## src/hw/hsid_pkg.sv

```systemverilog
package hsid_pkg;

  // Pixel geometry
  localparam int HSI_BANDS     = 8;                 // Bands per pixel
  localparam int ELEMENTS      = HSI_BANDS / 2;     // Two bands per word
  localparam int ELEMENTS_ADDR = $clog2(ELEMENTS);  // Element counter width

  // Library geometry
  localparam int HSI_LIBRARY_SIZE      = 16;                        // Max reference vectors
  localparam int HSI_LIBRARY_SIZE_ADDR = $clog2(HSI_LIBRARY_SIZE);  // Index width

  // Datapath widths
  localparam int BAND_WIDTH = 16;                      // One band sample
  localparam int SQ_WIDTH   = 2 * BAND_WIDTH;          // Square of a band difference
  localparam int MSE_SHIFT  = $clog2(HSI_BANDS);       // Divide by band count
  localparam int SUM_WIDTH  = SQ_WIDTH + MSE_SHIFT;    // Sum of all squares, no overflow
  localparam int MSE_WIDTH  = 32;                      // Scaled result

  // Buffering
  localparam int REF_FIFO_DEPTH = 4;  // Reference words in flight

  typedef logic [BAND_WIDTH-1:0] band_t;  // Unsigned sample

  // Index 0 is the low band
  typedef logic [1:0][BAND_WIDTH-1:0] element_t;

  typedef logic [HSI_LIBRARY_SIZE_ADDR-1:0] lib_index_t;  // Vector index
  typedef logic [HSI_LIBRARY_SIZE_ADDR:0]   lib_size_t;   // Holds full size too

  typedef logic [SQ_WIDTH-1:0]  sq_t;   // Squared difference
  typedef logic [SUM_WIDTH-1:0] sum_t;  // Running sum
  typedef logic [MSE_WIDTH-1:0] mse_t;  // Sum >> MSE_SHIFT

  // Run controller states
  typedef enum logic [2:0] {
    IDLE,          // Waiting for start
    READ_MEASURE,  // Loading the pixel
    COMPUTE_MSE,   // Streaming library vectors
    WAIT_MSE,      // Last MSE in flight
    COMPARE_MSE,   // Last comparison in flight
    DONE           // One-cycle completion
  } hsid_main_state_t;

endpackage

```

## src/hw/hsid_fifo.sv

```systemverilog
`timescale 1ns/1ps

module hsid_fifo #(
  parameter type payload_t = logic,  // Stored word type
  parameter int  DEPTH     = 4       // Number of entries
) (
  input  logic     clk,
  input  logic     rst_n,
  input  logic     wr_en,    // Push request
  input  payload_t wr_data,  // Word to push
  input  logic     rd_en,    // Pop request
  output payload_t rd_data,  // Popped word, one cycle after rd_en
  output logic     full,     // No free entry
  output logic     empty     // No stored entry
);

  localparam int PTR_WIDTH = (DEPTH > 1) ? $clog2(DEPTH) : 1;
  localparam int CNT_WIDTH = $clog2(DEPTH + 1);

  payload_t               mem [DEPTH];  // Storage array
  logic [PTR_WIDTH-1:0]   wr_ptr;       // Next slot to write
  logic [PTR_WIDTH-1:0]   rd_ptr;       // Next slot to read
  logic [CNT_WIDTH-1:0]   count;        // Occupancy
  logic                   do_wr;
  logic                   do_rd;

  assign full  = (count == CNT_WIDTH'(DEPTH));
  assign empty = (count == '0);

  assign do_rd = rd_en && !empty;            // Ignore pop when empty
  assign do_wr = wr_en && (!full || do_rd);  // Full is fine if a pop frees a slot

  // Pointers and occupancy
  always_ff @(posedge clk or negedge rst_n) begin
    if (!rst_n) begin
      wr_ptr <= '0;
      rd_ptr <= '0;
      count  <= '0;
    end else begin
      if (do_wr) begin
        wr_ptr <= (wr_ptr == PTR_WIDTH'(DEPTH - 1)) ? '0 : wr_ptr + 1'b1;  // Wrap
      end
      if (do_rd) begin
        rd_ptr <= (rd_ptr == PTR_WIDTH'(DEPTH - 1)) ? '0 : rd_ptr + 1'b1;  // Wrap
      end
      if (do_wr && !do_rd) begin
        count <= count + 1'b1;
      end else if (do_rd && !do_wr) begin
        count <= count - 1'b1;
      end
    end
  end

  // Storage and registered read port
  always_ff @(posedge clk) begin
    if (do_wr) begin
      mem[wr_ptr] <= wr_data;
    end
    if (do_rd) begin
      rd_data <= mem[rd_ptr];  // Valid the cycle after the pop
    end
  end

endmodule

```

## src/hw/hsid_main_fsm.sv

```systemverilog
`timescale 1ns/1ps

module hsid_main_fsm (
  input  logic                         clk,
  input  logic                         rst_n,
  input  hsid_pkg::lib_size_t          hsi_library_size,      // Vectors in this run
  input  logic                         fifo_measure_full,     // Pixel fully loaded
  input  logic                         fifo_measure_empty,
  input  logic                         fifo_ref_empty,
  input  logic                         fifo_ref_full,         // Back-pressure source
  input  logic                         msi_valid,             // Final MSE out
  input  logic                         msi_comparison_valid,  // Final compare out
  input  logic                         start,
  output hsid_pkg::hsid_main_state_t   state,
  output hsid_pkg::lib_index_t         vctr_count,            // Vector on buffer outputs
  output logic                         element_start,         // First word of a vector
  output logic                         element_last,          // Last word of a vector
  output logic                         element_valid,         // Buffer outputs valid
  output logic                         vctr_last,             // Current vector is the last
  output logic                         fifo_both_read_en,     // Joint pop
  output logic                         done,
  output logic                         idle,
  output logic                         ready
);

  hsid_pkg::hsid_main_state_t          current_state;
  hsid_pkg::hsid_main_state_t          next_state;
  logic [hsid_pkg::ELEMENTS_ADDR-1:0]  element_count;  // Word position on the read side
  logic                                word_first;
  logic                                word_last;

  assign state = current_state;

  // Pop both buffers together whenever both hold a word
  assign fifo_both_read_en = (current_state == hsid_pkg::COMPUTE_MSE) &&
                             !fifo_ref_empty && !fifo_measure_empty;

  assign word_first = (element_count == '0);
  assign word_last  = (element_count == hsid_pkg::ELEMENTS_ADDR'(hsid_pkg::ELEMENTS - 1));

  // Aligned with the element strobes, not with the pop
  assign vctr_last = ({1'b0, vctr_count} == hsi_library_size - 1'b1);

  // State, counters and registered strobes
  always_ff @(posedge clk or negedge rst_n) begin
    if (!rst_n) begin
      current_state <= hsid_pkg::IDLE;
      element_count <= '0;
      vctr_count    <= '0;
      element_start <= 1'b0;
      element_last  <= 1'b0;
      element_valid <= 1'b0;
    end else begin
      current_state <= next_state;
      element_valid <= fifo_both_read_en;               // Data lands next cycle
      element_start <= fifo_both_read_en && word_first;
      element_last  <= fifo_both_read_en && word_last;
      if (current_state == hsid_pkg::IDLE) begin
        element_count <= '0;  // Fresh run
        vctr_count    <= '0;
      end else begin
        if (fifo_both_read_en) begin
          element_count <= element_count + 1'b1;  // Wraps per vector
        end
        if (element_valid && element_last) begin
          vctr_count <= vctr_count + 1'b1;  // Next vector reaches the outputs
        end
      end
    end
  end

  // Next state and handshake levels
  always_comb begin
    next_state = current_state;
    idle       = 1'b0;
    ready      = 1'b0;
    done       = 1'b0;
    case (current_state)
      hsid_pkg::IDLE: begin
        idle = 1'b1;
        if (start) begin
          next_state = hsid_pkg::READ_MEASURE;
        end
      end
      hsid_pkg::READ_MEASURE: begin
        ready = 1'b1;  // Host loads the pixel
        if (fifo_measure_full) begin
          next_state = hsid_pkg::COMPUTE_MSE;
        end
      end
      hsid_pkg::COMPUTE_MSE: begin
        ready = !fifo_ref_full;  // Throttle on the reference buffer
        // Last word of last vector is on the buffer outputs
        if (element_valid && element_last && vctr_last) begin
          next_state = hsid_pkg::WAIT_MSE;
        end
      end
      hsid_pkg::WAIT_MSE: begin
        if (msi_valid) begin
          next_state = hsid_pkg::COMPARE_MSE;
        end
      end
      hsid_pkg::COMPARE_MSE: begin
        if (msi_comparison_valid) begin
          next_state = hsid_pkg::DONE;
        end
      end
      hsid_pkg::DONE: begin
        done       = 1'b1;  // Single-cycle pulse
        next_state = hsid_pkg::IDLE;
      end
      default: begin
        idle       = 1'b1;
        next_state = hsid_pkg::IDLE;
      end
    endcase
  end

endmodule

```

## src/hw/hsid_min_search.sv

```systemverilog
`timescale 1ns/1ps

module hsid_min_search (
  input  logic                  clk,
  input  logic                  rst_n,
  input  logic                  msi_valid,        // New candidate
  input  logic                  msi_final,        // Candidate is the last of the run
  input  hsid_pkg::mse_t        msi_mse,
  input  hsid_pkg::lib_index_t  msi_index,
  output hsid_pkg::mse_t        best_mse,         // Smallest MSE so far
  output hsid_pkg::lib_index_t  best_index,       // Its library entry
  output logic                  comparison_valid  // Run result settled
);

  logic take;  // Candidate becomes the best entry

  // Index 0 opens a run, otherwise strictly smaller wins
  // so equal MSEs keep the lower index
  assign take = msi_valid &&
                ((msi_index == '0) || (msi_mse < best_mse));

  // Completion pulse after the last candidate
  always_ff @(posedge clk or negedge rst_n) begin
    if (!rst_n) begin
      comparison_valid <= 1'b0;
    end else begin
      comparison_valid <= msi_valid && msi_final;
    end
  end

  // Best entry registers
  always_ff @(posedge clk) begin
    if (take) begin
      best_mse   <= msi_mse;
      best_index <= msi_index;
    end
  end

endmodule

```

## src/hw/hsid_mse.sv

```systemverilog
`timescale 1ns/1ps

module hsid_mse (
  input  logic                  clk,
  input  logic                  rst_n,
  input  logic                  element_valid,  // Word pair present
  input  logic                  element_start,  // First pair of a vector
  input  logic                  element_last,   // Last pair of a vector
  input  logic                  vctr_last,      // Vector is the last in the run
  input  hsid_pkg::lib_index_t  vctr_count,     // Index of the current vector
  input  hsid_pkg::element_t    meas_element,   // Pixel word
  input  hsid_pkg::element_t    ref_element,    // Library word
  output logic                  msi_valid,      // One result per vector
  output logic                  msi_final,      // Result of the last vector
  output hsid_pkg::mse_t        msi_mse,
  output hsid_pkg::lib_index_t  msi_index
);

  hsid_pkg::band_t  diff_lo;   // |meas - ref|, low band
  hsid_pkg::band_t  diff_hi;   // |meas - ref|, high band
  hsid_pkg::sq_t    sq_lo;
  hsid_pkg::sq_t    sq_hi;
  hsid_pkg::sum_t   acc;       // Running sum over the vector
  hsid_pkg::sum_t   acc_base;  // Zero on the first word
  hsid_pkg::sum_t   sum_next;  // Sum including this word
  logic             vec_done;  // Closing word of a vector

  // Magnitude of an unsigned difference
  function automatic hsid_pkg::band_t abs_diff(input hsid_pkg::band_t a,
                                               input hsid_pkg::band_t b);
    hsid_pkg::band_t d;
    if (a >= b) begin
      d = a - b;
    end else begin
      d = b - a;
    end
    return d;
  endfunction

  always_comb begin
    diff_lo  = abs_diff(meas_element[0], ref_element[0]);
    diff_hi  = abs_diff(meas_element[1], ref_element[1]);
    sq_lo    = hsid_pkg::sq_t'(diff_lo) * hsid_pkg::sq_t'(diff_lo);  // Full 32-bit product
    sq_hi    = hsid_pkg::sq_t'(diff_hi) * hsid_pkg::sq_t'(diff_hi);
    acc_base = element_start ? '0 : acc;  // Restart per vector
    sum_next = acc_base + hsid_pkg::sum_t'(sq_lo) + hsid_pkg::sum_t'(sq_hi);
  end

  assign vec_done = element_valid && element_last;

  // Result strobes
  always_ff @(posedge clk or negedge rst_n) begin
    if (!rst_n) begin
      msi_valid <= 1'b0;
      msi_final <= 1'b0;
    end else begin
      msi_valid <= vec_done;
      msi_final <= vec_done && vctr_last;  // Only with the last result
    end
  end

  // Accumulator and result payload
  always_ff @(posedge clk) begin
    if (element_valid) begin
      acc <= sum_next;
    end
    if (vec_done) begin
      msi_mse   <= hsid_pkg::mse_t'(sum_next >> hsid_pkg::MSE_SHIFT);  // Divide by band count
      msi_index <= vctr_count;
    end
  end

endmodule

```

## src/hw/hsid_top.sv

```systemverilog
`timescale 1ns/1ps

module hsid_top (
  input  logic                  clk,
  input  logic                  rst_n,
  input  logic                  start,             // Begin a run
  input  hsid_pkg::lib_size_t   hsi_library_size,  // Stable during a run
  input  hsid_pkg::element_t    meas_data,         // Pixel word from host
  input  logic                  meas_valid,
  input  hsid_pkg::element_t    ref_data,          // Library word from host
  input  logic                  ref_valid,
  output logic                  idle,
  output logic                  ready,             // Host back-pressure
  output logic                  done,              // End of run pulse
  output hsid_pkg::lib_index_t  best_index,
  output hsid_pkg::mse_t        best_mse
);

  hsid_pkg::hsid_main_state_t  state;
  hsid_pkg::lib_index_t        vctr_count;
  logic                        element_start;
  logic                        element_last;
  logic                        element_valid;
  logic                        vctr_last;
  logic                        fifo_both_read_en;    // Joint pop of both buffers
  logic                        fifo_measure_full;
  logic                        fifo_measure_empty;
  logic                        fifo_ref_full;
  logic                        fifo_ref_empty;
  hsid_pkg::element_t          meas_rd_data;          // Pixel word to the accumulator
  hsid_pkg::element_t          ref_rd_data;           // Library word to the accumulator
  hsid_pkg::element_t          meas_wr_data;
  logic                        meas_wr_en;
  logic                        host_meas_wr;          // Host load
  logic                        recirc_wr;             // Write-back of a used pixel word
  logic                        ref_wr_en;
  logic                        msi_valid;
  logic                        msi_final;
  hsid_pkg::mse_t              msi_mse;
  hsid_pkg::lib_index_t        msi_index;
  logic                        comparison_valid;

  assign host_meas_wr = (state == hsid_pkg::READ_MEASURE) && meas_valid && !fifo_measure_full;
  // Last vector drains the pixel so the next run starts empty
  assign recirc_wr    = element_valid && !vctr_last;
  assign meas_wr_en   = host_meas_wr || recirc_wr;
  assign meas_wr_data = recirc_wr ? meas_rd_data : meas_data;  // Recirculate or load

  assign ref_wr_en = ref_valid && ready && !fifo_ref_full;

  hsid_fifo #(.payload_t(hsid_pkg::element_t), .DEPTH(hsid_pkg::ELEMENTS)) measure_fifo_i (
    .clk     (clk),
    .rst_n   (rst_n),
    .wr_en   (meas_wr_en),
    .wr_data (meas_wr_data),
    .rd_en   (fifo_both_read_en),
    .rd_data (meas_rd_data),
    .full    (fifo_measure_full),
    .empty   (fifo_measure_empty)
  );

  hsid_fifo #(.payload_t(hsid_pkg::element_t), .DEPTH(hsid_pkg::REF_FIFO_DEPTH)) ref_fifo_i (
    .clk     (clk),
    .rst_n   (rst_n),
    .wr_en   (ref_wr_en),
    .wr_data (ref_data),
    .rd_en   (fifo_both_read_en),
    .rd_data (ref_rd_data),
    .full    (fifo_ref_full),
    .empty   (fifo_ref_empty)
  );

  hsid_main_fsm main_fsm_i (
    .clk                  (clk),
    .rst_n                (rst_n),
    .hsi_library_size     (hsi_library_size),
    .fifo_measure_full    (fifo_measure_full),
    .fifo_measure_empty   (fifo_measure_empty),
    .fifo_ref_empty       (fifo_ref_empty),
    .fifo_ref_full        (fifo_ref_full),
    .msi_valid            (msi_final),         // Only the last result ends WAIT_MSE
    .msi_comparison_valid (comparison_valid),
    .start                (start),
    .state                (state),
    .vctr_count           (vctr_count),
    .element_start        (element_start),
    .element_last         (element_last),
    .element_valid        (element_valid),
    .vctr_last            (vctr_last),
    .fifo_both_read_en    (fifo_both_read_en),
    .done                 (done),
    .idle                 (idle),
    .ready                (ready)
  );

  hsid_mse mse_i (
    .clk           (clk),
    .rst_n         (rst_n),
    .element_valid (element_valid),
    .element_start (element_start),
    .element_last  (element_last),
    .vctr_last     (vctr_last),
    .vctr_count    (vctr_count),
    .meas_element  (meas_rd_data),
    .ref_element   (ref_rd_data),
    .msi_valid     (msi_valid),
    .msi_final     (msi_final),
    .msi_mse       (msi_mse),
    .msi_index     (msi_index)
  );

  hsid_min_search min_search_i (
    .clk              (clk),
    .rst_n            (rst_n),
    .msi_valid        (msi_valid),
    .msi_final        (msi_final),
    .msi_mse          (msi_mse),
    .msi_index        (msi_index),
    .best_mse         (best_mse),
    .best_index       (best_index),
    .comparison_valid (comparison_valid)
  );

endmodule

```

## config.mk

```make
export PLATFORM = sky130hd
export DESIGN_NAME = hsid_top
export DESIGN_NICKNAME = d
export VERILOG_FILES = /design/src/hw/hsid_pkg.sv /design/src/hw/hsid_fifo.sv /design/src/hw/hsid_main_fsm.sv /design/src/hw/hsid_min_search.sv /design/src/hw/hsid_mse.sv /design/src/hw/hsid_top.sv
export SDC_FILE = /design/constraint.sdc
export NUM_CORES = 2
export LEC_CHECK = 0
export BUFFER_PORTS_ARGS = -buffer_cell sky130_fd_sc_hd__buf_2
export CAP_MARGIN = 20
export CORE_MARGIN = 2
export CORE_UTILIZATION = 35
export CTS_BUF_LIST = sky130_fd_sc_hd__clkbuf_4
export DETAILED_ROUTE_END_ITERATION = 16
export HOLD_SLACK_MARGIN = 0.05
export PLACE_DENSITY = 0.49
export SLEW_MARGIN = 10
export SYNTH_ARGS = -nofsm -noshare
export SYNTH_HDL_FRONTEND = slang
export SYNTH_SLANG_ARGS = --single-unit
export TNS_END_PERCENT = 1
```

## constraint.sdc

```tcl
create_clock -name clk -period 10.3 [get_ports clk]
set_input_delay 1.03 -clock clk [delete_from_list [all_inputs] [get_ports clk]]
set_output_delay 1.03 -clock clk [all_outputs]
set_load 0.03 [all_outputs]
```

# Yosys cells after proc, flatten, opt, wreduce, memory -nomap -nowiden
# Memory sizes are Yosys's and may differ from the RTL's. A register that Yosys moved wholly into a read port is not among the register bits.
# Cells that the tools add are included.
# totals
in_bits	74
n_memories	2
ff_bits	136
word_cells	136
ramBits	256
# op_classes
add_sub_neg	17
n_mux	29
magnitude_cmp	3
eq_ne	18
n_reduce_logical	45
n_mul	2
# memory_table
name	words	width	rd	rd_clocked_by_memory_dff	wr	line_no	rtl
measure_fifo_i.mem	4	32	1	1	1	hsid_fifo.sv:20	payload_t mem [DEPTH];
ref_fifo_i.mem	4	32	1	1	1	hsid_fifo.sv:20	
# ops
cell	count
$add 35x32->35	2
$mul 16x16->32	2
$sub 16x16->16	4
$mux 35	1
$ge 16x16->1	2
$lt 32x32->1	1
$mux 16	2
$mux 32	1
$mux 3	9
$logic_and 1x1->1	21
$pmux 3 s5	1
$eq 3x3->1 const B	4
$mux 2	6
$add 2x1->2 const B	5
$eq 2x2->1 const B	5
$logic_not 1->1	9
$logic_not 3->1	3
$mux 4	2
$reduce_bool 2->1	4
$add 3x1->3 const B	2
$eq 3x2->1 const B	2
$mux 1	6
$ne 2x1->1 const B	3
$sub 3x1->3 const B	2
11 further kinds	15

# Longest topological paths before layout
# logic_depth
depth_word	11
ltp_mapped	41

# Cells and area by module
# A second synthesis with hierarchy kept.
# unflattened
hier_cells	3031
area_unflattened_um2	36752.7
# modules_own_cells
module	cells_per_inst	area_per_inst_um2	n_inst
hsid_mse	2284	21414.3	1
hsid_fifo	238	6057.1	2
hsid_min_search	153	1906.8	1
hsid_main_fsm	77	765.7	1
hsid_top	41	551.8	1

# Least setup slack after synthesis
# OpenSTA, ideal clock, no wires.
# synth_path
path_type	reg2reg
start	register measure_fifo_i.rd_data[16] (netlist name) (read register of measure_fifo_i.mem)
end	register mse_i.acc[33] (data pin)
path_slack_ns	0.815
setup_time_ns	0.267
required_time_ns	10.033
n_path_buf	2
synth_period_minus_slack_ns	9.485
path_stages_with_launch	39
arrival_time_ns	9.218
cell_sequence	edfxtp_1 -> inv_1 -> ha_1 -> inv_1 -> fa_1 -> a21o_1 -> a21oi_2 -> a211oi_2 -> or2_4 -> o21ai_4 -> buf_6 -> mux2i_1 -> xor2_1 -> clkbuf_1 -> nor2_1 -> fa_1 -> inv_1 -> fa_1 -> [... 3 more ...] -> fa_1 -> inv_1 -> fa_1 -> fa_1 -> fa_1 -> inv_1 -> fa_1 -> inv_1 -> ha_1 -> and3_1 -> and2_1 -> a22oi_1 -> a21oi_1 -> o21ai_0 -> a21boi_0 -> o41ai_1 -> o22ai_1 -> xor2_1
# synth_via
elab_chain_cells	4
word_cells_on_any_way	6
classes_between	add/sub: 3; mul: 1; order compare: 1; mux: 1
# synth_lines
item	line_no	rtl
start, declared	hsid_fifo.sv:12	output payload_t rd_data,
$sub 16x16->16, or another cell as far along	hsid_mse.sv:35	d = b - a;
$mux 16 *	hsid_mse.sv:32	if (a >= b) begin
$mul 16x16->32 *	hsid_mse.sv:44	sq_hi = hsid_pkg::sq_t'(diff_hi) * hsid_pkg::sq_t'(diff_hi);
$add 35x32->35 *	hsid_mse.sv:46	sum_next = acc_base + hsid_pkg::sum_t'(sq_lo) + hsid_pkg::sum_t'(sq_hi);
via mse_i.sum_next[33]	hsid_mse.sv:25	hsid_pkg::sum_t sum_next;
end signal, assigned	hsid_mse.sv:65	acc <= sum_next;
end, declared	hsid_mse.sv:23	hsid_pkg::sum_t acc;
# Mark *: on every way through the listed nets, which the timed path passes. The rest lies on a longest branch.
# A chain may end at the register's enable or synchronous reset.

# Worst setup path after layout
# layout_path
start	register measure_fifo_i.rd_data[16] (netlist name) (read register of measure_fifo_i.mem)
end	register mse_i.acc[31] (data pin)
# Same word-level chain as after synthesis.

==> results.py <==
metrics = {
    "clock_tree": {
        "cts_tree": "built",
        "cts-buffers-inserted": 133,
        "cts_root_buffer": "clkbuf_4",
        "cts_max_level": 4,
        "clk_transition_reported_paths_ns": 0.06,
        "clkSinkCount": 456,
        "worstSkewPairLatency_ns": 1.00,
        "clk_path_buf_depth": 3,
    },
    "timing": {
        "finalHoldViolCount": 0,
        "timing_worst_slew_pin_value_ns": 1.016,
        "final_clock_period_utilization_by_the_worst_path_pct": 95.72,
        "slew_headroom_pct": 31.53,
        "timing.final.crit_period_ns": 9.859,
        "setup_viol": 0,
        "timing.final.max_slew_violations": 0,
        "skew_ns": 0.09054,
        "max_freq_ghz": 0.1014,
    },
    "setup_path": {
        "cp_data_arrival_time_ns": 10.59,
        "timing.critical_path.to_type": "flip-flop",
        "critPathMaxStageDelay_ns": 0.54,
        "startpoint_class_of_the_critical_path": "flip-flop",
        "cp_max_fo": 16,
        "cp_data_required_time_ns": 11.03,
        "critPathKind": "reg2reg",
        "path_depth": 38,
        "worst_r2r_path_depth": 38,
        "critical_path.top_delay_family": "adder cells",
        "timing.critical_path.slowest_stage_cell": "fa_1",
        "path_buf_inv": 10,
    },
    "floorplanning": {
        "floorplan.die.height_um": 325.7,
        "initial_core_utilization_pct": 35.44,
        "fp.dieArea_sq_mm": 0.1060,
        "std_cell_rows": 117,
        "io-pin-count": 113,
        "die_w_um": 325.7,
        "core_region_area_sq_mm": 0.1022,
    },
    "layout": {
        "final_layout_size_suffix_gt1_share_pct": 18.19,
        "final_area_sq_mm": 0.04102,
        "synthToLayoutAreaGrowth_pct": 13.29,
        "most_frequent_cells_in_the_layout": "inv_1, fa_1, edfxtp_1, ha_1, nor2_1",
        "final_net_count": 4144,
        "most_common_cell_after_layout_fill_and_taps_aside": "inv_1",
    },
    "synthesis": {
        "synth_fp_nets": 3849,
        "synth_edf_count": 427,
        "total_number_of_yosys_warnings": 0,
        "async_flop_share_pct": 6.360,
        "synth_ff_type": "edfxtp_1",
        "ys_seq_elements": 456,
        "synth_area_leaders": "edfxtp_1, fa_1, ha_1, inv_1, mux4_2",
        "synth_top_area_share_pct": 35.41,
        "syn_area_per_cell_sq_um": 11.87,
        "post-synth-top-area-cell": "edfxtp_1",
        "synthesis.area_sq_mm": 0.03621,
        "synth.yosys.seq_area_share_pct": 37.41,
        "postSynthCellCount": 3050,
        "synth_cell_type_count": 88,
    },
    "place": {
        "globalplace.congestion": 0.8915,
        "port-buffer-count": 112,
        "hpwlAfterDp_um": 67430,
        "dpl-instance-area_sq_mm": 0.03910,
    },
    "min_path": {
        "holdPathStages": 1,
        "worstHoldPathType": "in2reg",
    },
    "routing": {
        "drt_wl_cell_um": 17.55,
        "drt-total-wl_um": 84440,
        "detail_route.vias_per_cell": 4.677,
        "vias": 22504,
        "drc": 0,
        "route.antenna.remaining_nets": 0,
        "detail_route.iter0.violations": 1192,
        "drt_pass1_iterations": 5,
    },
    "grt": {
        "grt_pass1_vias": 24625,
        "grt_remaining_overflow": 0,
        "grt_start_max_net_pins": 64,
        "gr-usage-all-layers_pct": 16.47,
        "grt_first_pass_wirelength_um": 135000,
        "antenna_found_initial": 2,
    },
    "status": {
        "outcome": "completed",
    },
    "flow_run": {
        "drv.max_cap_violation_count": 0,
    },
}
## worst reg2reg max path, delay by kind of cell, from the launching register on
| kind | cells | cell delay [ns] |
|---|---|---|
| and+or+nand+nor | 5 | 0.95 |
| buffers and inverters | 10 | 0.94 |
| DFF | 1 | 0.39 |
| AOI/OAI and AO/OA | 9 | 1.64 |
| xor gates and xnor gates | 2 | 0.61 |
| muxes | 1 | 0.27 |
| adders and majority gates | 11 | 4.85 |
## logic make-up (layout without fill, tap and decap cells)
| group | Yosys count | after routing | synth area share [%] |
|---|---|---|---|
| XOR/XNOR | 81 | 81 | 2.249 |
| other | 0 | 3 | 0 |
| AO/OA/AOI/OAI | 318 | 318 | 5.712 |
| multiplexers | 102 | 102 | 5.110 |
| buffers and inverters | 782 | 1173 | 8.279 |
| AND/OR/NAND/NOR | 586 | 586 | 7.311 |
| flip-flops | 456 | 456 | 37.41 |
| adder cells (fa/ha/maj) | 725 | 725 | 33.92 |
## worst paths after layout
path	from	slack (ns)	endpoint
hold reg to reg	mse_i.msi_mse[16]	0.43	min_search_i.best_mse[16]
min in group asynchronous	rst_n	0.68	measure_fifo_i.rd_ptr[1]
setup reg to reg	measure_fifo_i.rd_data[16]	0.44	mse_i.acc[31]
max in group asynchronous	rst_n	9.08	measure_fifo_i.rd_ptr[0]
hold / removal	ref_data[28]	0.29	ref_fifo_i.mem[1][28]
setup / recovery	measure_fifo_i.rd_data[16]	0.44	mse_i.acc[31]
## registers in the layout, summed over array words and instances, names as in the netlist, 2 cells and up
signal / flops
mse_i.acc: 35
min_search_i.best_index: 4
measure_fifo_i.mem: 128
ref_fifo_i.mem: 128
main_fsm_i.element_count: 2
measure_fifo_i.rd_ptr: 2
mse_i.msi_index: 4
ref_fifo_i.rd_data: 32
measure_fifo_i.count: 3
main_fsm_i.state: 3
measure_fifo_i.rd_data: 32
min_search_i.best_mse: 32
measure_fifo_i.wr_ptr: 2
ref_fifo_i.wr_ptr: 2
main_fsm_i.vctr_count: 4
ref_fifo_i.rd_ptr: 2
ref_fifo_i.count: 3
mse_i.msi_mse: 32
## cell usage after synthesis (all sizes together), types with 4 or more instances
master  number
dfrtp       29
a31o         7
a21o        43
mux2i       18
o21bai      10
o31ai        6
a221o        4
nand3       23
a211oi      13
mux2        20
fa         428
inv        697
a21oi       87
o21ai       83
o21a        15
clkbuf      41
mux4        64
edfxtp     427
or2         10
nand4       13
ha         297
and2        25
xor2        35
buf         41
a211o        4
o211ai       6
nand2      181
nand2b      25
nor2b       33
a31oi        6
or3          4
xnor2       46
and3        18
nor3        21
nor2       220
## per-stage QoR
step | TNS, ns | utilization [%] | std cells | setup WS (ns) | hold slack [ns]
after floorplan | 0 | - | 3050 | 0.8147 | 0.4168
after global placement | -0.003491 | 38.27 | 4571 | -0.001746 | 0.4306
after detailed placement | -0.2543 | 38.27 | 4571 | -0.06356 | 0.4328
after CTS | 0 | 39.96 | 4807 | 0.008825 | 0.1099
after global routing | -0.2765 | 40.15 | 4812 | -0.06593 | 0.1625
final | 0 | 40.15 | 4812 | 0.4410 | 0.2917
## per-layer routing
layer  vias up  part of all wire, %  wire length (um)  track usage, %
met5         -                    0                 0               0
met3       110                  4.0              3359           3.166
met2       387                   50             42150           28.05
met1     11392                   44             36920           21.14
met4         0                  2.4              2006           5.219
li1      10615                    -                 -               -
## layout make-up
| cell class | instances | area, sq um |
|---|---|---|
| tap | 1368 | 1712 |
| timing repair buffer | 242 | 1600 |
| clock buffer | 190 | 1426 |
| inverter | 700 | 2639 |
| multi-input combinational | 1812 | 19840 |
| antenna | 3 | 7.507 |
| clock inverter | 41 | 246.5 |
| fill | 10217 | 61160 |
| sequential | 456 | 13550 |
## what timing repair did
action | in CTS | in global routing
hold buffers | 1 | 0
buffers inserted | 4 | 2
pin swaps | 1 | 9
gates resized for setup | 4 | 42
endpoints found under the hold margin | 29 | 0
setup endpoints to repair | 4 | 27
cloned | 0 | 0
Power is left out: the tool's default activity adds up to more than one toggle a clock period on the data nets, which glitch-free logic cannot reach.
